===== src/rtl/pattgen_pkg.sv =====
package pattgen_pkg;

    localparam int NUM_CH          = 4;
    localparam int LINE_BEATS      = 16;
    localparam int LINES_PER_FRAME = 4;
    localparam int CREDITS         = 4;
    localparam int FIFO_AW         = $clog2(CREDITS);

    // pixel layout is frame[15:10], channel[9:8], line[7:4], beat[3:0]
    typedef logic [15:0] pixel_t;
    typedef logic [1:0]  ch_t;
    typedef logic [3:0]  ch_mask_t;
    typedef logic [5:0]  frame_t;
    typedef logic [3:0]  line_t;
    typedef logic [3:0]  beat_t;
    typedef logic [2:0]  credit_t;

    typedef logic [FIFO_AW-1:0] addr_t;
    typedef logic [FIFO_AW:0]   ptr_t;    // one extra bit tells full from empty

    typedef enum logic {
        GEN_IDLE,
        GEN_ACTIVE
    } gen_state_t;

endpackage


===== src/rtl/frame_scheduler.sv =====
module frame_scheduler (
    input  logic                  clk,
    input  logic                  rst,
    input  logic                  enable,
    input  pattgen_pkg::ch_mask_t ch_enable,
    input  pattgen_pkg::ch_mask_t done,
    output pattgen_pkg::ch_mask_t start,
    output pattgen_pkg::frame_t   frame
);

    pattgen_pkg::ch_mask_t pending;     // channels still working on this frame
    pattgen_pkg::ch_mask_t pending_next;
    logic                  idle;
    logic                  frame_end;
    logic                  launch;

    assign pending_next = pending & ~done;
    assign idle         = pending == '0;
    assign frame_end    = !idle && pending_next == '0;

    // the next frame may start right on the cycle the last channel finishes
    assign launch = enable && ch_enable != '0 && (idle || frame_end);

    always_ff @(posedge clk) begin
        if (rst) begin
            pending <= '0;
            start   <= '0;
            frame   <= '0;
        end else begin
            start   <= '0;
            pending <= pending_next;

            if (frame_end) begin
                frame <= frame + 1'b1;
            end

            // mask is sampled only here, so a change waits for the frame boundary
            if (launch) begin
                start   <= ch_enable;
                pending <= ch_enable;
            end
        end
    end

endmodule


===== src/rtl/pattern_gen.sv =====
module pattern_gen (
    input  logic                clk,
    input  logic                rst,
    input  logic                start,
    input  pattgen_pkg::frame_t frame,
    input  pattgen_pkg::ch_t    ch,
    input  logic                credit_ret,
    output logic                beat_valid,
    output pattgen_pkg::pixel_t beat_data,
    output logic                beat_last,
    output logic                beat_user,
    output logic                done
);

    pattgen_pkg::gen_state_t state;
    pattgen_pkg::beat_t      beat;
    pattgen_pkg::line_t      line;
    pattgen_pkg::credit_t    credits;    // free slots in this channel's merger buffer
    logic                    last_line;

    // a beat goes out only while a slot downstream is guaranteed
    assign beat_valid = state == pattgen_pkg::GEN_ACTIVE && credits != '0;

    assign beat_last = beat == pattgen_pkg::beat_t'(pattgen_pkg::LINE_BEATS - 1);
    assign last_line = line == pattgen_pkg::line_t'(pattgen_pkg::LINES_PER_FRAME - 1);
    assign beat_user = line == '0 && beat == '0;
    assign beat_data = {frame, ch, line, beat};
    assign done      = beat_valid && beat_last && last_line;

    always_ff @(posedge clk) begin
        if (rst) begin
            state   <= pattgen_pkg::GEN_IDLE;
            beat    <= '0;
            line    <= '0;
            credits <= pattgen_pkg::credit_t'(pattgen_pkg::CREDITS);
        end else begin
            // a returned credit shows up one cycle after the merger pops
            credits <= credits - pattgen_pkg::credit_t'(beat_valid)
                               + pattgen_pkg::credit_t'(credit_ret);

            if (start) begin
                state <= pattgen_pkg::GEN_ACTIVE;
                beat  <= '0;
                line  <= '0;
            end else if (beat_valid) begin
                if (beat_last) begin
                    beat <= '0;
                    if (last_line) begin
                        line  <= '0;
                        state <= pattgen_pkg::GEN_IDLE;    // frame complete, wait for start
                    end else begin
                        line <= line + 1'b1;
                    end
                end else begin
                    beat <= beat + 1'b1;
                end
            end
        end
    end

endmodule


===== src/rtl/stream_merger.sv =====
module stream_merger (
    input  logic                  clk,
    input  logic                  rst,
    input  pattgen_pkg::ch_mask_t beat_valid,
    input  pattgen_pkg::pixel_t   beat_data [pattgen_pkg::NUM_CH],
    input  pattgen_pkg::ch_mask_t beat_last,
    input  pattgen_pkg::ch_mask_t beat_user,
    output pattgen_pkg::ch_mask_t credit_ret,
    input  logic                  out_ready,
    output logic                  out_valid,
    output pattgen_pkg::pixel_t   out_data,
    output pattgen_pkg::ch_t      out_dest,
    output logic                  out_last,
    output logic                  out_user
);

    pattgen_pkg::pixel_t   fifo_data [pattgen_pkg::NUM_CH][pattgen_pkg::CREDITS];
    logic                  fifo_last [pattgen_pkg::NUM_CH][pattgen_pkg::CREDITS];
    logic                  fifo_user [pattgen_pkg::NUM_CH][pattgen_pkg::CREDITS];
    pattgen_pkg::ptr_t     wr_ptr [pattgen_pkg::NUM_CH];
    pattgen_pkg::ptr_t     rd_ptr [pattgen_pkg::NUM_CH];
    pattgen_pkg::ch_mask_t empty;

    pattgen_pkg::ch_t      grant;      // channel of the most recent pop
    logic                  in_line;    // grant is locked until its line closes
    pattgen_pkg::ch_t      rr_pick;
    logic                  rr_found;
    pattgen_pkg::ch_t      sel;
    pattgen_pkg::addr_t    head;
    logic                  load;
    logic                  pop;

    always_comb begin
        for (int c = 0; c < pattgen_pkg::NUM_CH; c++) begin
            empty[c] = wr_ptr[c] == rd_ptr[c];
        end
    end

    // search starts one past the last grant, so every channel gets its turn
    always_comb begin
        rr_pick  = grant;
        rr_found = 1'b0;
        for (int i = 1; i <= pattgen_pkg::NUM_CH; i++) begin
            if (!rr_found && !empty[pattgen_pkg::ch_t'(grant + i)]) begin
                rr_pick  = pattgen_pkg::ch_t'(grant + i);
                rr_found = 1'b1;
            end
        end
    end

    assign sel  = in_line ? grant : rr_pick;
    assign head = rd_ptr[sel][pattgen_pkg::FIFO_AW-1:0];
    assign load = !out_valid || out_ready;    // output register is free this cycle
    assign pop  = load && !empty[sel];

    assign credit_ret = pop ? pattgen_pkg::ch_mask_t'(1) << sel : '0;

    // credits keep every writer within the buffer depth
    always_ff @(posedge clk) begin
        for (int c = 0; c < pattgen_pkg::NUM_CH; c++) begin
            if (beat_valid[c]) begin
                fifo_data[c][wr_ptr[c][pattgen_pkg::FIFO_AW-1:0]] <= beat_data[c];
                fifo_last[c][wr_ptr[c][pattgen_pkg::FIFO_AW-1:0]] <= beat_last[c];
                fifo_user[c][wr_ptr[c][pattgen_pkg::FIFO_AW-1:0]] <= beat_user[c];
            end
        end
    end

    always_ff @(posedge clk) begin
        if (rst) begin
            for (int c = 0; c < pattgen_pkg::NUM_CH; c++) begin
                wr_ptr[c] <= '0;
                rd_ptr[c] <= '0;
            end
            grant     <= pattgen_pkg::ch_t'(pattgen_pkg::NUM_CH - 1);    // channel 0 goes first
            in_line   <= 1'b0;
            out_valid <= 1'b0;
        end else begin
            for (int c = 0; c < pattgen_pkg::NUM_CH; c++) begin
                if (beat_valid[c]) begin
                    wr_ptr[c] <= wr_ptr[c] + 1'b1;
                end
            end

            out_valid <= out_valid && !out_ready;

            if (pop) begin
                rd_ptr[sel] <= rd_ptr[sel] + 1'b1;
                grant       <= sel;
                in_line     <= !fifo_last[sel][head];
                out_valid   <= 1'b1;
            end
        end
    end

    always_ff @(posedge clk) begin
        if (pop) begin
            out_data <= fifo_data[sel][head];
            out_dest <= sel;
            out_last <= fifo_last[sel][head];
            out_user <= fifo_user[sel][head];
        end
    end

endmodule


===== src/rtl/pattgen_top.sv =====
module pattgen_top (
    input  logic                  clk,
    input  logic                  rst,
    input  logic                  enable,
    input  pattgen_pkg::ch_mask_t ch_enable,
    input  logic                  out_ready,
    output logic                  out_valid,
    output pattgen_pkg::pixel_t   out_data,
    output pattgen_pkg::ch_t      out_dest,
    output logic                  out_last,
    output logic                  out_user,
    output pattgen_pkg::frame_t   frame_count
);

    pattgen_pkg::ch_mask_t start;
    pattgen_pkg::ch_mask_t done;
    pattgen_pkg::ch_mask_t beat_valid;
    pattgen_pkg::ch_mask_t beat_last;
    pattgen_pkg::ch_mask_t beat_user;
    pattgen_pkg::ch_mask_t credit_ret;
    pattgen_pkg::pixel_t   beat_data [pattgen_pkg::NUM_CH];

    // the frame number seen by the generators is the one reported outside
    frame_scheduler i_sched (
        .clk       (clk),
        .rst       (rst),
        .enable    (enable),
        .ch_enable (ch_enable),
        .done      (done),
        .start     (start),
        .frame     (frame_count)
    );

    for (genvar c = 0; c < pattgen_pkg::NUM_CH; c++) begin : g_ch
        pattern_gen i_gen (
            .clk        (clk),
            .rst        (rst),
            .start      (start[c]),
            .frame      (frame_count),
            .ch         (pattgen_pkg::ch_t'(c)),
            .credit_ret (credit_ret[c]),
            .beat_valid (beat_valid[c]),
            .beat_data  (beat_data[c]),
            .beat_last  (beat_last[c]),
            .beat_user  (beat_user[c]),
            .done       (done[c])
        );
    end

    stream_merger i_merge (
        .clk        (clk),
        .rst        (rst),
        .beat_valid (beat_valid),
        .beat_data  (beat_data),
        .beat_last  (beat_last),
        .beat_user  (beat_user),
        .credit_ret (credit_ret),
        .out_ready  (out_ready),
        .out_valid  (out_valid),
        .out_data   (out_data),
        .out_dest   (out_dest),
        .out_last   (out_last),
        .out_user   (out_user)
    );

endmodule


===== config.mk =====
export PLATFORM = sky130hd
export DESIGN_NAME = pattgen_top
export DESIGN_NICKNAME = d
export VERILOG_FILES = /design/src/rtl/pattgen_pkg.sv /design/src/rtl/frame_scheduler.sv /design/src/rtl/pattern_gen.sv /design/src/rtl/stream_merger.sv /design/src/rtl/pattgen_top.sv
export SDC_FILE = /design/constraint.sdc
export NUM_CORES = 1
export LEC_CHECK = 0
export BUFFER_PORTS_ARGS = -buffer_cell sky130_fd_sc_hd__clkbuf_2
export CAP_MARGIN = 20
export CORE_ASPECT_RATIO = 1.1
export CORE_MARGIN = 5
export CORE_UTILIZATION = 45
export CTS_BUF_LIST = sky130_fd_sc_hd__clkbuf_4 sky130_fd_sc_hd__clkbuf_8
export CTS_CLUSTER_SIZE = 20
export DETAILED_ROUTE_END_ITERATION = 16
export GPL_TIMING_DRIVEN = 1
export PLACE_DENSITY = 0.64
export RECOVER_POWER = 100
export SLEW_MARGIN = 30
export SYNTH_ARGS = -nofsm -noshare
export SYNTH_HDL_FRONTEND = slang
export SYNTH_HIERARCHICAL = 1
export SYNTH_SLANG_ARGS = --single-unit

===== constraint.sdc =====
create_clock -name clk -period 3.7 [get_ports clk]
set_input_delay 0.74 -clock clk [delete_from_list [all_inputs] [get_ports clk]]
set_output_delay 0.74 -clock clk [all_outputs]
set_load 0.01 [all_outputs]

==> key figures <==
Critical path
  – Buf+Inv Stages, Crit Path: 3
  – R2R setup slack: 240 ps
  – Startpoint Class: flop
  – CP max stage delay: 500 ps
  – Crit path capture: g_ch[2].i_gen/credits[2]$_SDFF_PP1_
  – CP Depth: 16
  – Setup CP Type: flop to flop
  – Critical-path cell list: xor2_1 > nor3_1 > buf_4 > a2111o_1 > mux2i_4 > and2_1 > o211a_1 > nor2_1 > buf_4 > nor2_1 > ha_1 > inv_1 > fa_1 > xor2_1 > xnor2_1 > nand2b_1
  – Arr. time, crit path: 3960 ps
  – Crit-path max FO: 7
  – Crit path from: i_merge/rd_ptr[0][1]$_SDFFCE_PN0P_
  – Worst r2r dst: g_ch[2].i_gen/credits[2]$_SDFF_PP1_
  – Crit path max-delay family: compound AO/OA/AOI/OAI gates
  – R2r worst-path depth: 16
  – Req. time, crit path: 4200 ps
  – Slowest CP cell: a2111o_1
  – Crit end category: flop
  – Reg2Reg Launch Point: i_merge/rd_ptr[0][1]$_SDFFCE_PN0P_

Detailed routing
  – Initial DRT Pass Iterations: 5
  – Wire per inst: 22.5 um
  – Vias per cell: 5.50
  – Total number of vias: 9393
  – Post-detailed-route count of antenna-violating nets: 0
  – Post-Route WL: 38.4 mm
  – DRC Markers: 0
  – Initial drt markers: 693

Timing
  – Slew Viols, Final: 319
  – Post-Route Setup TNS: 0 ps
  – # setup viols final: 0
  – Slew HR: -53.9%
  – Worst Tran Pin Value: 2310 ps
  – Fin crit period: 3460 ps
  – Final hold vios: 0
  – Fmax: 289 MHz
  – Setup Skew: 14.9 ps
  – Worst setup margin: 240 ps
  – Final worst path period share: 93.5%

Placed design
  – Inst Count DP: 1587
  – Place WS: 229 ps
  – Dpl cell area: 17800 um2
  – RePlAce Congestion: 0.852
  – Dpl hpwl: 23.1 mm
  – Port bufs: 34

Yosys
  – Cell variety after synth: 71
  – Syn_area_per_cell: 15.9 um2
  – Sequential fraction of the synthesis area: 65.6%
  – Syn Inst Count: 1086
  – Ys async rst share: 0%
  – Ranking of synthesized cells by area: edfxtp_1 58%, mux4_2 8.9%, dfxtp_1 7.7%, mux2i_1 3.4%, ha_1 3.1%
  – Post-synth EDFFs: 332
  – Mapped cell area: 17200 um2
  – Synth top area share: 57.9%
  – Yosys top cell by area: edfxtp_1
  – Ys Warns: 6
  – Most used flip-flop cell after synthesis: edfxtp_1
  – Number of synthesized register bits: 398

Power and ir drop
  – PwrDens: 833 nW/um2
  – Leak: 0.00669 uW
  – Worst vdd ir: 0.685 mV
  – Overall power: 15900 uW

Run
  – Max Cap Violations: 16

Finish
  – Antenna Cells: 0
  – Nets@finish: 1210
  – P&R area growth vs syn: 10.7%
  – Final non-filler cell area: 19100 um2
  – Fillcell total: 3205
  – Most common cell after layout, fill and taps aside: edfxtp_1
  – Non-filler cells, final: 1707
  – Most frequent cells in the layout: 332 x edfxtp_1, 77 x clkbuf_8, 68 x mux4_2, 66 x dfxtp_1, 62 x inv_1
  – Ratio of cells with drive above 1 in the final layout: 19.4%

Run status
  – Failing checks: max-capacitance violations, max-slew violations
  – Outcome: finished, violations left

GRT
  – Vias in the first global route: 9565
  – Pin count of the biggest net entering global routing: 42
  – All-Layer GR Usage: 18.0%
  – Initial antenna violation count: 1
  – First-pass GRT wire length: 57.6 mm
  – GRT overflow: 0

Floorplan
  – Die Area: 42300 um2
  – Core area: 38000 um2
  – Initial Utilization: 45.3%
  – Die Y: 215 um
  – Standard-cell rows: 75
  – Die width: 196 um
  – # IOs: 35

CTS
  – Num CTS Buffers: 60
  – Worst-path clk slew: 60 ps
  – Hold_buf cts: 0
  – Clock Tree Buf Depth: 3
  – Clk sinks: 398
  – CTS Root Cell: clkbuf_8
  – TritonCTS clock tree: done
  – Total number of H-tree levels: 2
  – Clk_lat worst skew: 620 ps

Min path
  – Hold crit path type: input port to flop
==> how the worst min path moves through the flow <==
| stage | depth (start not counted) | slack, ps | start | to |
|---|---|---|---|---|
| after global routing | 2 | 350 | ch_enable[3] | i_sched/start[3]$_SDFF_PP0_ |
| after floorplan | 2 | 410 | i_sched/start[0]$_SDFF_PP0_ | g_ch[0].i_gen/state$_SDFFE_PP0P_ |
| after CTS | 2 | 330 | ch_enable[1] | i_sched/pending[1]$_SDFF_PP0_ |
| final | 2 | 370 | ch_enable[0] | i_sched/pending[0]$_SDFF_PP0_ |
| after global placement | 2 | 430 | i_sched/start[2]$_SDFF_PP0_ | g_ch[2].i_gen/state$_SDFFE_PP0P_ |
| after detailed placement | 2 | 440 | i_sched/start[2]$_SDFF_PP0_ | g_ch[2].i_gen/state$_SDFFE_PP0P_ |
==> synthesized netlist by cell type (all sizes together) (3+ instances only) <==
library cell and n:
edfxtp 332, mux4 68, dfxtp 66, buf 65, inv 64, mux2i 59, nand2 44, ha 42
a21oi 41, nand3 27, nor2 27, and2 24, o21ai 23, o31ai 23, nor3 15, xnor2 15
xor2 14, nand2b 12, or4 12, nor4 11, and3 9, nand4 9, nor2b 9, or2 9
clkbuf 8, a31oi 6, o211ai 5, or3b 5, fa 4, o2bb2ai 4, o311ai 4, a211oi 3
o22ai 3
==> metal layers <==
| layer | wire (um) | track usage, % | share of wire, % | vias to the layer above |
|---|---|---|---|---|
| met5 | 0 | 0 | 0 | - |
| met4 | 811 | 4.91 | 2.1 | 0 |
| met3 | 2120 | 3.07 | 5.5 | 67 |
| met2 | 19800 | 31.6 | 51 | 291 |
| met1 | 15700 | 23.1 | 41 | 4758 |
| li1 | - | - | - | 4277 |
==> layout make-up <==
| class | instances | area [um2] | area share, % |
|---|---|---|---|
| tap | 500 | 626 | 3.28 |
| timing repair buffer | 75 | 457 | 2.40 |
| clock buffer | 95 | 1190 | 6.27 |
| clock inverter | 18 | 105 | 0.552 |
| inverter | 65 | 246 | 1.29 |
| multi-input combinational | 556 | 5130 | 26.9 |
| sequential | 398 | 11300 | 59.3 |
==> logic make-up (layout without fill, tap and decap cells) <==
| family | count (synthesis) | after routing | share of synthesized area (%) |
|---|---|---|---|
| AO/OA/AOI/OAI | 126 | 126 | 4.75 |
| other | 2 | 8 | 0.0436 |
| flip-flops | 398 | 398 | 65.6 |
| AND/OR/NAND/NOR | 218 | 218 | 7.60 |
| buffers and inverters | 138 | 253 | 4.48 |
| adder cells (fa/ha/maj) | 46 | 46 | 3.52 |
| multiplexers | 129 | 129 | 12.6 |
| XOR/XNOR | 29 | 29 | 1.48 |
==> flip-flops by register name, indices dropped and copies added, names as in the netlist <==
register / flops
i_sched/pending: 4
i_merge/fifo_user: 16
i_merge/wr_ptr: 12
i_merge/grant: 2
i_sched/frame: 6
i_merge/rd_ptr: 12
g_ch.i_gen/state: 4
i_merge/in_line: 1
g_ch.i_gen/credits: 12
g_ch.i_gen/line: 16
i_merge/out_last: 1
i_merge/out_valid: 1
g_ch.i_gen/beat: 16
i_merge/fifo_data: 256
i_merge/out_data: 16
i_merge/fifo_last: 16
i_merge/out_user: 1
i_sched/start: 4
i_merge/out_dest: 2
==> metrics by stage <==
step                      util, %  hold WS (ps)
final                        50.1           369
after global routing         50.1           353
after CTS                    50.4           327
after detailed placement     47.0           439
after global placement       47.0           426
after floorplan                 -           415
==> timing repair <==
item | 4_1_cts | 5_1_grt
buffers inserted | 0 | 7
setup endpoints to repair | 0 | 4
resized for setup | 0 | 2
==> where the power goes <==
part	total (uW)	leakage (uW)	internal, uW	switching, uW
registers	5690	0.00362	5440	247
logic	6420	0.00237	2970	3450
clock network	3760	0.000692	2110	1640
total	15900	0.00669	10500	5340
Note: power is estimated with default switching activity, not from simulation.
